File: config.mk
export PLATFORM = sky130hd
export DESIGN_NAME = armController
export DESIGN_NICKNAME = d
export VERILOG_FILES = /design/src/hw/ctrlPkg.sv /design/src/hw/stageIfs.sv /design/src/hw/armController.sv /design/src/hw/writebackCtrl.sv /design/src/hw/executeCtrl.sv /design/src/hw/instrDecoder.sv /design/src/hw/condUnit.sv
export SDC_FILE = /design/constraint.sdc
export NUM_CORES = 1
export LEC_CHECK = 0
export BUFFER_PORTS_ARGS = -buffer_cell sky130_fd_sc_hd__buf_2
export CAP_MARGIN = 20
export CORE_AREA = 2 2 78 80
export DETAILED_ROUTE_END_ITERATION = 8
export DIE_AREA = 0 0 80 82
export GPL_TIMING_DRIVEN = 0
export PLACE_DENSITY_LB_ADDON = 0.12
export SLEW_MARGIN = 20
export SYNTH_ARGS = -nofsm -noshare
export SYNTH_HDL_FRONTEND = slang
export SYNTH_SLANG_ARGS = --single-unit
File: constraint.sdc
create_clock -name clk -period 2.79 [get_ports clk]
set_input_delay 0.279 -clock clk [delete_from_list [all_inputs] [get_ports clk]]
set_output_delay 0.279 -clock clk [all_outputs]
set_load 0.02 [all_outputs]
File: src/hw/ctrlPkg.sv
package ctrlPkg;

  // ==================================================
  // Field types
  // ==================================================
  typedef logic [31:0] instrT;     // Raw instruction word
  typedef logic [3:0]  flagsT;     // NZCV, N in bit 3
  typedef logic [3:0]  condT;      // Condition field, instr[31:28]
  typedef logic [3:0]  aluCtrlT;   // DP opcode, instr[24:21]
  typedef logic [3:0]  byteMaskT;  // Store lane enables
  typedef logic [1:0]  ImmSrcT;    // Immediate extender format
  typedef logic [1:0]  RegSrcT;    // Register file read select

  // ALU opcodes, ARM data-processing encoding
  localparam aluCtrlT OpSub = 4'b0010;
  localparam aluCtrlT OpRsb = 4'b0011;
  localparam aluCtrlT OpAdd = 4'b0100;
  localparam aluCtrlT OpAdc = 4'b0101;
  localparam aluCtrlT OpSbc = 4'b0110;
  localparam aluCtrlT OpRsc = 4'b0111;
  localparam aluCtrlT OpTst = 4'b1000;
  localparam aluCtrlT OpTeq = 4'b1001;
  localparam aluCtrlT OpCmp = 4'b1010;
  localparam aluCtrlT OpCmn = 4'b1011;
  localparam aluCtrlT OpMov = 4'b1101;

  // Condition codes, 4'b1111 is never
  localparam condT CondEq = 4'b0000;
  localparam condT CondNe = 4'b0001;
  localparam condT CondCs = 4'b0010;
  localparam condT CondCc = 4'b0011;
  localparam condT CondMi = 4'b0100;
  localparam condT CondPl = 4'b0101;
  localparam condT CondVs = 4'b0110;
  localparam condT CondVc = 4'b0111;
  localparam condT CondHi = 4'b1000;
  localparam condT CondLs = 4'b1001;
  localparam condT CondGe = 4'b1010;
  localparam condT CondLt = 4'b1011;
  localparam condT CondGt = 4'b1100;
  localparam condT CondLe = 4'b1101;
  localparam condT CondAl = 4'b1110;

  // Bit positions inside flagsT
  localparam int FlagN = 3;
  localparam int FlagZ = 2;
  localparam int FlagC = 1;
  localparam int FlagV = 0;

  // Instruction class, instr[27:26]
  localparam logic [1:0] ClassDp     = 2'b00;
  localparam logic [1:0] ClassMem    = 2'b01;
  localparam logic [1:0] ClassBranch = 2'b10;

  localparam logic [3:0] PcReg = 4'd15;  // R15 as destination means a PC write

endpackage
File: src/hw/stageIfs.sv
`timescale 1ns/100ps

// Decode bundle, decoder -> execute stage register
interface ctrlStageIf import ctrlPkg::*; ();
  logic    regWrite;
  logic    memWrite;
  logic    memtoReg;     // Result from memory, loads only
  logic    branch;
  logic    pcWrite;      // Branch or write to R15
  logic    aluSrc;       // Second operand is the immediate
  aluCtrlT aluControl;
  logic    flagWriteNz;
  logic    flagWriteCv;  // Arithmetic ops only
  logic    byteAccess;   // LDRB / STRB
  condT    cond;

  modport decoder (output regWrite, memWrite, memtoReg, branch, pcWrite, aluSrc,
                   aluControl, flagWriteNz, flagWriteCv, byteAccess, cond);
  modport execute (input  regWrite, memWrite, memtoReg, branch, pcWrite, aluSrc,
                   aluControl, flagWriteNz, flagWriteCv, byteAccess, cond);
endinterface

// Condition-gated bundle, execute -> memory/writeback
interface memStageIf import ctrlPkg::*; ();
  logic     regWrite;   // Already gated by the condition
  logic     memWrite;   // Gated
  logic     memtoReg;
  logic     pcWrite;    // Gated
  logic     setFlags;   // Retire writes flagsNext to NZCV
  flagsT    flagsNext;
  byteMaskT byteMask;   // Zero unless a store goes out

  modport execute (output regWrite, memWrite, memtoReg, pcWrite,
                   setFlags, flagsNext, byteMask);
  modport retire  (input  regWrite, memWrite, memtoReg, pcWrite,
                   setFlags, flagsNext, byteMask);
endinterface

File: src/hw/armController.sv
`timescale 1ns/100ps

module armController import ctrlPkg::*; (
  input  logic       clk,
  input  logic       reset,
  // Decode
  input  instrT      instrD,
  output ImmSrcT     immSrcD,
  output RegSrcT     regSrcD,
  // Execute
  input  flagsT      aluFlagsE,
  input  logic [1:0] byteOffsetE,
  output aluCtrlT    aluControlE,
  output logic       aluSrcE,
  output logic       branchTakenE,
  output flagsT      flagsE,
  // Memory
  output logic       memWriteM,
  output byteMaskT   byteMaskM,
  // Writeback
  output logic       regWriteW,
  output logic       memtoRegW,
  output logic       pcSrcW,
  // Hazard unit
  input  logic       stallE,
  input  logic       flushE,
  input  logic       stallM,
  input  logic       flushM,
  input  logic       stallW,
  input  logic       flushW,
  output logic       pcWrPendingF
);

  logic pcWriteE;
  logic pcWriteM;

  ctrlStageIf decodeBus ();
  memStageIf  memBus ();

  instrDecoder decodeUnit (
    .instrD    (instrD),
    .decodeBus (decodeBus.decoder),
    .immSrcD   (immSrcD),
    .regSrcD   (regSrcD)
  );

  executeCtrl executeUnit (
    .clk          (clk),
    .reset        (reset),
    .stallE       (stallE),
    .flushE       (flushE),
    .decodeBus    (decodeBus.execute),
    .flagsE       (flagsE),            // Loops back from retire
    .aluFlagsE    (aluFlagsE),
    .byteOffsetE  (byteOffsetE),
    .aluControlE  (aluControlE),
    .aluSrcE      (aluSrcE),
    .branchTakenE (branchTakenE),
    .pcWriteE     (pcWriteE),
    .memBus       (memBus.execute)
  );

  writebackCtrl retireUnit (
    .clk       (clk),
    .reset     (reset),
    .stallM    (stallM),
    .flushM    (flushM),
    .stallW    (stallW),
    .flushW    (flushW),
    .memBus    (memBus.retire),
    .memWriteM (memWriteM),
    .byteMaskM (byteMaskM),
    .pcWriteM  (pcWriteM),
    .regWriteW (regWriteW),
    .memtoRegW (memtoRegW),
    .pcSrcW    (pcSrcW),
    .flagsE    (flagsE)
  );

  // Fetch holds while any PC write is still in flight
  assign pcWrPendingF = decodeBus.pcWrite | pcWriteE | pcWriteM;

endmodule

File: src/hw/writebackCtrl.sv
`timescale 1ns/100ps

module writebackCtrl import ctrlPkg::*; (
  input  logic        clk,
  input  logic        reset,
  input  logic        stallM,
  input  logic        flushM,
  input  logic        stallW,
  input  logic        flushW,
  memStageIf.retire   memBus,
  output logic        memWriteM,
  output byteMaskT    byteMaskM,
  output logic        pcWriteM,
  output logic        regWriteW,
  output logic        memtoRegW,
  output logic        pcSrcW,
  output flagsT       flagsE
);

  logic  regWriteM;
  logic  memtoRegM;
  logic  setFlagsM;
  flagsT flagsNextM;
  logic  setFlagsW;
  flagsT flagsNextW;
  flagsT flagsReg;     // Architectural NZCV

  // ==================================================
  // M-stage register
  // ==================================================
  always_ff @(posedge clk) begin
    if (reset || flushM) begin
      regWriteM  <= 1'b0;
      memWriteM  <= 1'b0;
      memtoRegM  <= 1'b0;
      pcWriteM   <= 1'b0;
      setFlagsM  <= 1'b0;
      flagsNextM <= '0;
      byteMaskM  <= '0;
    end else if (!stallM) begin
      regWriteM  <= memBus.regWrite;
      memWriteM  <= memBus.memWrite;
      memtoRegM  <= memBus.memtoReg;
      pcWriteM   <= memBus.pcWrite;
      setFlagsM  <= memBus.setFlags;
      flagsNextM <= memBus.flagsNext;
      byteMaskM  <= memBus.byteMask;
    end
  end

  // ==================================================
  // W-stage register
  // ==================================================
  always_ff @(posedge clk) begin
    if (reset || flushW) begin
      regWriteW  <= 1'b0;
      memtoRegW  <= 1'b0;
      pcSrcW     <= 1'b0;
      setFlagsW  <= 1'b0;
      flagsNextW <= '0;
    end else if (!stallW) begin
      regWriteW  <= regWriteM;
      memtoRegW  <= memtoRegM;
      pcSrcW     <= pcWriteM;
      setFlagsW  <= setFlagsM;
      flagsNextW <= flagsNextM;
    end
  end

  // Flags retire at the edge that ends W
  always_ff @(posedge clk) begin
    if (reset)                        flagsReg <= '0;
    else if (!stallW && setFlagsW)    flagsReg <= flagsNextW;
  end

  // Youngest pending flag result wins
  assign flagsE = setFlagsM ? flagsNextM :
                  setFlagsW ? flagsNextW : flagsReg;

  // Reset leaves nothing retiring into the register file
  wbQuietAfterReset: assert property (@(posedge clk)
    reset |=> (!regWriteW && !memtoRegW && flagsReg == '0))
    else $error("writeback active after reset");

endmodule

File: src/hw/executeCtrl.sv
`timescale 1ns/100ps

module executeCtrl import ctrlPkg::*; (
  input  logic         clk,
  input  logic         reset,
  input  logic         stallE,
  input  logic         flushE,
  ctrlStageIf.execute  decodeBus,
  input  flagsT        flagsE,        // Forwarded from the retire side
  input  flagsT        aluFlagsE,
  input  logic [1:0]   byteOffsetE,   // Address bits 1:0 from the ALU
  output aluCtrlT      aluControlE,
  output logic         aluSrcE,
  output logic         branchTakenE,
  output logic         pcWriteE,
  memStageIf.execute   memBus
);

  logic  regWriteE;
  logic  memWriteE;
  logic  memtoRegE;
  logic  branchE;
  logic  flagWriteNzE;
  logic  flagWriteCvE;
  logic  byteAccessE;
  condT  condE;
  logic  condExE;
  logic  memWriteGatedE;

  // ==================================================
  // E-stage register
  // ==================================================
  always_ff @(posedge clk) begin
    if (reset || flushE) begin            // Flush wins over stall
      regWriteE    <= 1'b0;
      memWriteE    <= 1'b0;
      memtoRegE    <= 1'b0;
      branchE      <= 1'b0;
      pcWriteE     <= 1'b0;
      aluSrcE      <= 1'b0;
      aluControlE  <= '0;
      flagWriteNzE <= 1'b0;
      flagWriteCvE <= 1'b0;
      byteAccessE  <= 1'b0;
      condE        <= '0;
    end else if (!stallE) begin
      regWriteE    <= decodeBus.regWrite;
      memWriteE    <= decodeBus.memWrite;
      memtoRegE    <= decodeBus.memtoReg;
      branchE      <= decodeBus.branch;
      pcWriteE     <= decodeBus.pcWrite;
      aluSrcE      <= decodeBus.aluSrc;
      aluControlE  <= decodeBus.aluControl;
      flagWriteNzE <= decodeBus.flagWriteNz;
      flagWriteCvE <= decodeBus.flagWriteCv;
      byteAccessE  <= decodeBus.byteAccess;
      condE        <= decodeBus.cond;
    end
  end

  condUnit condCheck (
    .cond        (condE),
    .flags       (flagsE),
    .aluFlags    (aluFlagsE),
    .flagWriteNz (flagWriteNzE),
    .flagWriteCv (flagWriteCvE),
    .condEx      (condExE),
    .flagsNext   (memBus.flagsNext)
  );

  // Everything architectural is gated by the condition
  assign branchTakenE    = branchE & condExE;
  assign memWriteGatedE  = memWriteE & condExE;
  assign memBus.regWrite = regWriteE & condExE;
  assign memBus.memWrite = memWriteGatedE;
  assign memBus.memtoReg = memtoRegE;
  assign memBus.pcWrite  = pcWriteE & condExE;
  assign memBus.setFlags = (flagWriteNzE | flagWriteCvE) & condExE;

  // Store lanes
  always_comb begin
    if (!memWriteGatedE)  memBus.byteMask = '0;       // Loads, DP, failed cond
    else if (byteAccessE) memBus.byteMask = 4'b0001 << byteOffsetE;
    else                  memBus.byteMask = '1;       // Word store
  end

  // A lane enable never leaves E without the gated store behind it
  maskNeedsStore: assert property (@(posedge clk) disable iff (reset)
    (memBus.byteMask != '0) |-> (memBus.memWrite && condExE))
    else $error("byteMask set without a store");

endmodule

File: src/hw/instrDecoder.sv
`timescale 1ns/100ps

module instrDecoder import ctrlPkg::*; (
  input  instrT              instrD,
  ctrlStageIf.decoder        decodeBus,
  output ImmSrcT             immSrcD,
  output RegSrcT             regSrcD
);

  logic [1:0] opClass;
  aluCtrlT    dpOp;
  logic       sBit;
  logic       isLoad;
  logic       upBit;
  logic       regOffset;
  logic       rdIsPc;
  logic       isCompare;
  logic       isArith;
  logic       memUndef;

  // ==================================================
  // Instruction fields
  // ==================================================
  assign opClass   = instrD[27:26];
  assign dpOp      = instrD[24:21];
  assign sBit      = instrD[20];
  assign isLoad    = instrD[20];                 // L bit, same position as S
  assign upBit     = instrD[23];                 // U bit, add or subtract offset
  assign regOffset = instrD[25];                 // Memory: I bit set means register offset
  assign rdIsPc    = (instrD[15:12] == PcReg);
  assign memUndef  = regOffset & instrD[4];      // Undefined space inside LDR/STR

  // Compare/test write flags only
  assign isCompare = dpOp inside {OpTst, OpTeq, OpCmp, OpCmn};
  // Logical ops leave C and V alone
  assign isArith   = dpOp inside {OpSub, OpRsb, OpAdd, OpAdc, OpSbc, OpRsc, OpCmp, OpCmn};

  assign decodeBus.cond = instrD[31:28];

  always_comb begin
    // Bubble by default, covers coprocessor, SWI and undefined encodings
    decodeBus.regWrite    = 1'b0;
    decodeBus.memWrite    = 1'b0;
    decodeBus.memtoReg    = 1'b0;
    decodeBus.branch      = 1'b0;
    decodeBus.aluSrc      = 1'b0;
    decodeBus.aluControl  = '0;
    decodeBus.flagWriteNz = 1'b0;
    decodeBus.flagWriteCv = 1'b0;
    decodeBus.byteAccess  = 1'b0;
    immSrcD               = 2'b00;
    regSrcD               = 2'b00;
    case (opClass)
      ClassDp: begin
        decodeBus.regWrite    = ~isCompare;
        decodeBus.aluSrc      = instrD[25];      // Rotated imm8 form
        decodeBus.aluControl  = dpOp;
        decodeBus.flagWriteNz = sBit;
        decodeBus.flagWriteCv = sBit & isArith;
      end
      ClassMem: begin
        if (!memUndef) begin
          decodeBus.regWrite   = isLoad;
          decodeBus.memWrite   = ~isLoad;
          decodeBus.memtoReg   = isLoad;
          decodeBus.aluSrc     = ~regOffset;     // imm12 offset
          decodeBus.aluControl = upBit ? OpAdd : OpSub;
          decodeBus.byteAccess = instrD[22];     // B bit
          immSrcD              = 2'b01;          // imm12
          regSrcD              = isLoad ? 2'b00 : 2'b10;  // Stores read Rd as data
        end
      end
      ClassBranch: begin
        decodeBus.branch     = 1'b1;
        decodeBus.aluSrc     = 1'b1;
        decodeBus.aluControl = OpAdd;            // PC + offset
        immSrcD              = 2'b10;            // imm24 << 2
        regSrcD              = 2'b01;            // Read R15
      end
      default: ;
    endcase
    // Any write to R15 redirects fetch
    decodeBus.pcWrite = (decodeBus.regWrite & rdIsPc) | decodeBus.branch;
  end

  // Flag writes come from DP only, never from memory or branch decode
  always_comb begin
    if (decodeBus.flagWriteNz || decodeBus.flagWriteCv) begin
      assert (instrD[27:26] == ClassDp && decodeBus.flagWriteNz)
        else $error("flag write decoded outside data processing");
    end
  end

endmodule

File: src/hw/condUnit.sv
`timescale 1ns/100ps

module condUnit import ctrlPkg::*; (
  input  condT  cond,
  input  flagsT flags,        // Forwarded NZCV seen by this instruction
  input  flagsT aluFlags,     // NZCV produced by the ALU this cycle
  input  logic  flagWriteNz,
  input  logic  flagWriteCv,
  output logic  condEx,
  output flagsT flagsNext
);

  logic n;
  logic z;
  logic c;
  logic v;

  assign n = flags[FlagN];
  assign z = flags[FlagZ];
  assign c = flags[FlagC];
  assign v = flags[FlagV];

  // ==================================================
  // Condition table
  // ==================================================
  always_comb begin
    case (cond)
      CondEq:  condEx = z;
      CondNe:  condEx = ~z;
      CondCs:  condEx = c;
      CondCc:  condEx = ~c;
      CondMi:  condEx = n;
      CondPl:  condEx = ~n;
      CondVs:  condEx = v;
      CondVc:  condEx = ~v;
      CondHi:  condEx = c & ~z;           // Unsigned higher
      CondLs:  condEx = ~c | z;
      CondGe:  condEx = (n == v);         // Signed compare
      CondLt:  condEx = (n != v);
      CondGt:  condEx = ~z & (n == v);
      CondLe:  condEx = z | (n != v);
      CondAl:  condEx = 1'b1;
      default: condEx = 1'b0;             // 1111 never executes here
    endcase
  end

  // Next flags, per group
  always_comb begin
    flagsNext = flags;
    if (flagWriteNz) begin
      flagsNext[FlagN] = aluFlags[FlagN];
      flagsNext[FlagZ] = aluFlags[FlagZ];
    end
    if (flagWriteCv) begin
      flagsNext[FlagC] = aluFlags[FlagC];
      flagsNext[FlagV] = aluFlags[FlagV];
    end
  end

endmodule

==> results by group <==
Synthesis
  – Synth warnings: 0
  – Syn_area_per_cell: 8.57 um^2
  – Ys flop type: dfxtp_1
  – Synth Instances: 256
  – Yosys top cell area share: about two fifths
  – Cell taking the most area after synthesis: dfxtp_1
  – Synth Net Count: 306
  – Post-synthesis sequential area ratio: 38.3%
  – Seq cells post-synth: 42
  – FFs w/ async S/R, synth: 0%
  – Synth area leaders: dfxtp_1 (38%), mux2i_1 (10%), nor2_1 (7.7%)
  – Library cells used by synthesis: 49
  – Mapped cell area: 0.00219 mm^2
  – Post-synth EDFFs: 0

Min path
  – Hold WC Path Type: in -> reg

Clocking
  – Clock Sinks: 42
  – Clock tree from TritonCTS: yes
  – Clock transition at the registers of the reported paths: 0.08 ns
  – Clock insertion delay at the later pin of the skew report: 0.29 ns
  – H-Tree Depth: 2
  – Cts bufs inserted: 5
  – Hold_buf cts: 0
  – Clock root cell: clkbuf_8
  – CTS Buffer Depth: 2

Floorplan
  – Die area: 0.00656 mm^2
  – Die width: 80 um
  – Core ar.: 0.00575 mm^2
  – # IOs: 69
  – Die height: 82 um
  – Starting Density: 38.2%
  – Site row count: 28

GRT
  – Total gr overflow: 0
  – Initial antenna violation count: 0
  – Pin count of the biggest net entering global routing: 14
  – Tot GR Track Use: roughly 18%
  – Vias in the first global route: between 1500 and 2000
  – Wire length of the first global-routing pass: about 9000 um

STA
  – Fin. max-slew vios: 0
  – RSZ-0062 raised after global routing: yes
  – Clk_skew: 0.00630 ns
  – FMAX: 366 MHz
  – Count of final hold-check violations: 0
  – Final worst-path cycle share: a little over nine tenths
  – Hold Slack: 0.211 ns
  – Setup TNS: 0 ns
  – Setup Viol. Count Final: 0
  – Slew @ Worst Pin: ~0.63 ns
  – Slew margin rel.: 58.3%
  – Fin worst setup slack: 0.0543 ns
  – Tmin final: roughly 2.7 ns

Drt
  – Vias per std cell: 5.05
  – DRC Markers: 0
  – Post-Route WL: 5360 um
  – Antenna viol nets, final: 0
  – Wire per inst: 13.6 um
  – Iteration-0 DRC Markers: 52
  – Drt first pass iters: 4
  – Vias: 1993

Placement
  – Place WS: 0.0808 ns
  – Cells after DPL: between 300 and 400
  – Routability cong.: 0.723
  – PortBufs: 51
  – Post-DP HPWL: 3910 um
  – Post-place instance area: 0.00254 mm^2

Job
  – # Max-Cap Violations: 0

Critical path
  – Critical path class: reg -> out
  – Crit path launch type: flop
  – WP data arrival: 2.46 ns
  – Element type at the critical path end: output pin
  – Max FO, Critical Path: 7
  – Required time of the critical path: roughly 2.5 ns

Power and ir drop
  – Logic pwr share: 10.9%
  – Sequential power share: roughly 53%
  – Clock share of power: 36.1%
  – Static Leak: 1.20 nW
  – Psw: 0.000296 W
  – Worst VDD drop: 0.251 mV
  – Pwr Density: 426 mW/mm^2
  – Pint: 0.000858 W
  – Switching share of power: 25.6%

Layout
  – Layout Nets: 369
  – P&R area growth vs syn: 23.6%
  – Register area: 843 um^2
  – Fraction of layout instances using a drive strength above 1: 28.1%
  – Design area: 0.00271 mm^2
  – Antenna diode count: 0
  – Area of the multi-input gates: approximately 0.0012 mm^2
  – Filler Cell Count: approximately 630
  – Final Non-Filler Cells: between 300 and 400

Run status
  – Outcome: complete, no violations
-- placed cells by master, fill, tap and decap left out, types with 9 or more instances in the layout --
master,Yosys,layout
clkbuf_1,14,13
dfxtp_1,42,40
o21ai_0,9,9
nor2_1,45,45
inv_1,11,11
buf_2,1,51
mux2i_1,22,22
nand2_1,15,15
a21oi_1,15,15
-- layer usage --
layer | track usage, % | part of all wire, % | up-vias
li1 | - | - | 1019
met1 | 21.7 | 46 | 930
met2 | 30.3 | 48 | 38
met3 | 4.84 | 4.9 | 6
met4 | 4.58 | 0.97 | 0
met5 | 0 | 0 | -
-- power groups by stage --
stage	sequential (W)	clock (W)	combinational [W]
finish	0.000611	0.000417	0.000126
global route	0.000612	0.000459	0.000142
CTS	0.000611	0.000433	0.000127
detailed placement	0.000625	0	0.000126
global placement	0.000625	0	0.000126
floorplan	0.000626	0	0.0000777
-- cell families after synthesis --
group / Yosys count / share of synthesized area [%]
compound gates: 54 / 17.2
flops: 42 / 38.3
xor+xnor: 3 / 1.20
fa+ha+maj: 4 / 2.28
simple gates: 94 / 20.9
mux: 28 / 13.6
buf+inv: 31 / 6.39
-- timing repair --
action,CTS,global route
pin swaps,3,5
hold endpoints to repair,0,0
resized for setup,8,5
setup buffers,4,2
setup endpoints to repair,1,1
-- state kept, by name, indices dropped and copies added (netlist names), 4 cells and up --
name	flops
retireUnit.flagsReg	4
retireUnit.byteMaskM	4
executeUnit.condE	4
executeUnit.aluControlE	4
retireUnit.flagsNextM	4
retireUnit.flagsNextW	4
-- synth_stat cells, types with 2 or more instances --
| cell | number |
|---|---|
| nand2_1 | 15 |
| o211ai_1 | 4 |
| buf_6 | 2 |
| nor2_1 | 45 |
| buf_4 | 2 |
| mux2_2 | 2 |
| dfxtp_1 | 42 |
| or2_2 | 3 |
| inv_1 | 11 |
| o311ai_0 | 2 |
| a31o_1 | 4 |
| nor3_1 | 2 |
| o2111ai_1 | 4 |
| nor3b_1 | 3 |
| mux2i_1 | 22 |
| a22oi_1 | 2 |
| nand2b_1 | 8 |
| o21ai_0 | 9 |
| xor2_1 | 2 |
| or3_1 | 3 |
| mux2_4 | 3 |
| ha_1 | 4 |
| a211oi_1 | 5 |
| a21oi_1 | 15 |
| clkbuf_1 | 14 |
| and3_1 | 5 |
-- stage by stage --
step	total power, W	util (%)
finish	0.00115	47.2
global route	0.00121	47.2
CTS	0.00117	46.8
detailed placement	0.000751	44.3
global placement	0.000752	44.3
floorplan	0.000703	-
-- worst paths after layout --
kind | start | end | slack (ns) | depth (start not counted)
max | retireUnit.setFlagsW | branchTakenE | 0.05 | 8
min | instrD[30] | executeUnit.condE[2] | 0.21 | 3
max reg2reg | retireUnit.setFlagsW | retireUnit.memWriteM | 0.43 | 8
min reg2reg | retireUnit.regWriteM | retireUnit.regWriteM | 0.47 | 2
-- worst max-delay path: stages, from the launching register on --
cell and delay, ns:
dfxtp_2 0.33, buf_6 0.13, mux2_4 0.33, o21ai_4 0.18
xor2_1 0.20, mux2_4 0.33, or3_4 0.40, and2_4 0.15
buf_6 0.12
-- final cells by class --
type                            instances  area share (%)
Multi-Input combinational cell        183            45.8
Sequential cell                        42            31.1
Timing Repair Buffer                   57            11.3
Tap cell                               75            3.46
Buffer                                 19            3.28
Clock buffer                            6            3.05
Inverter                               11            1.52
Clock inverter                          2           0.461
Power figures use the tool's default switching activity.
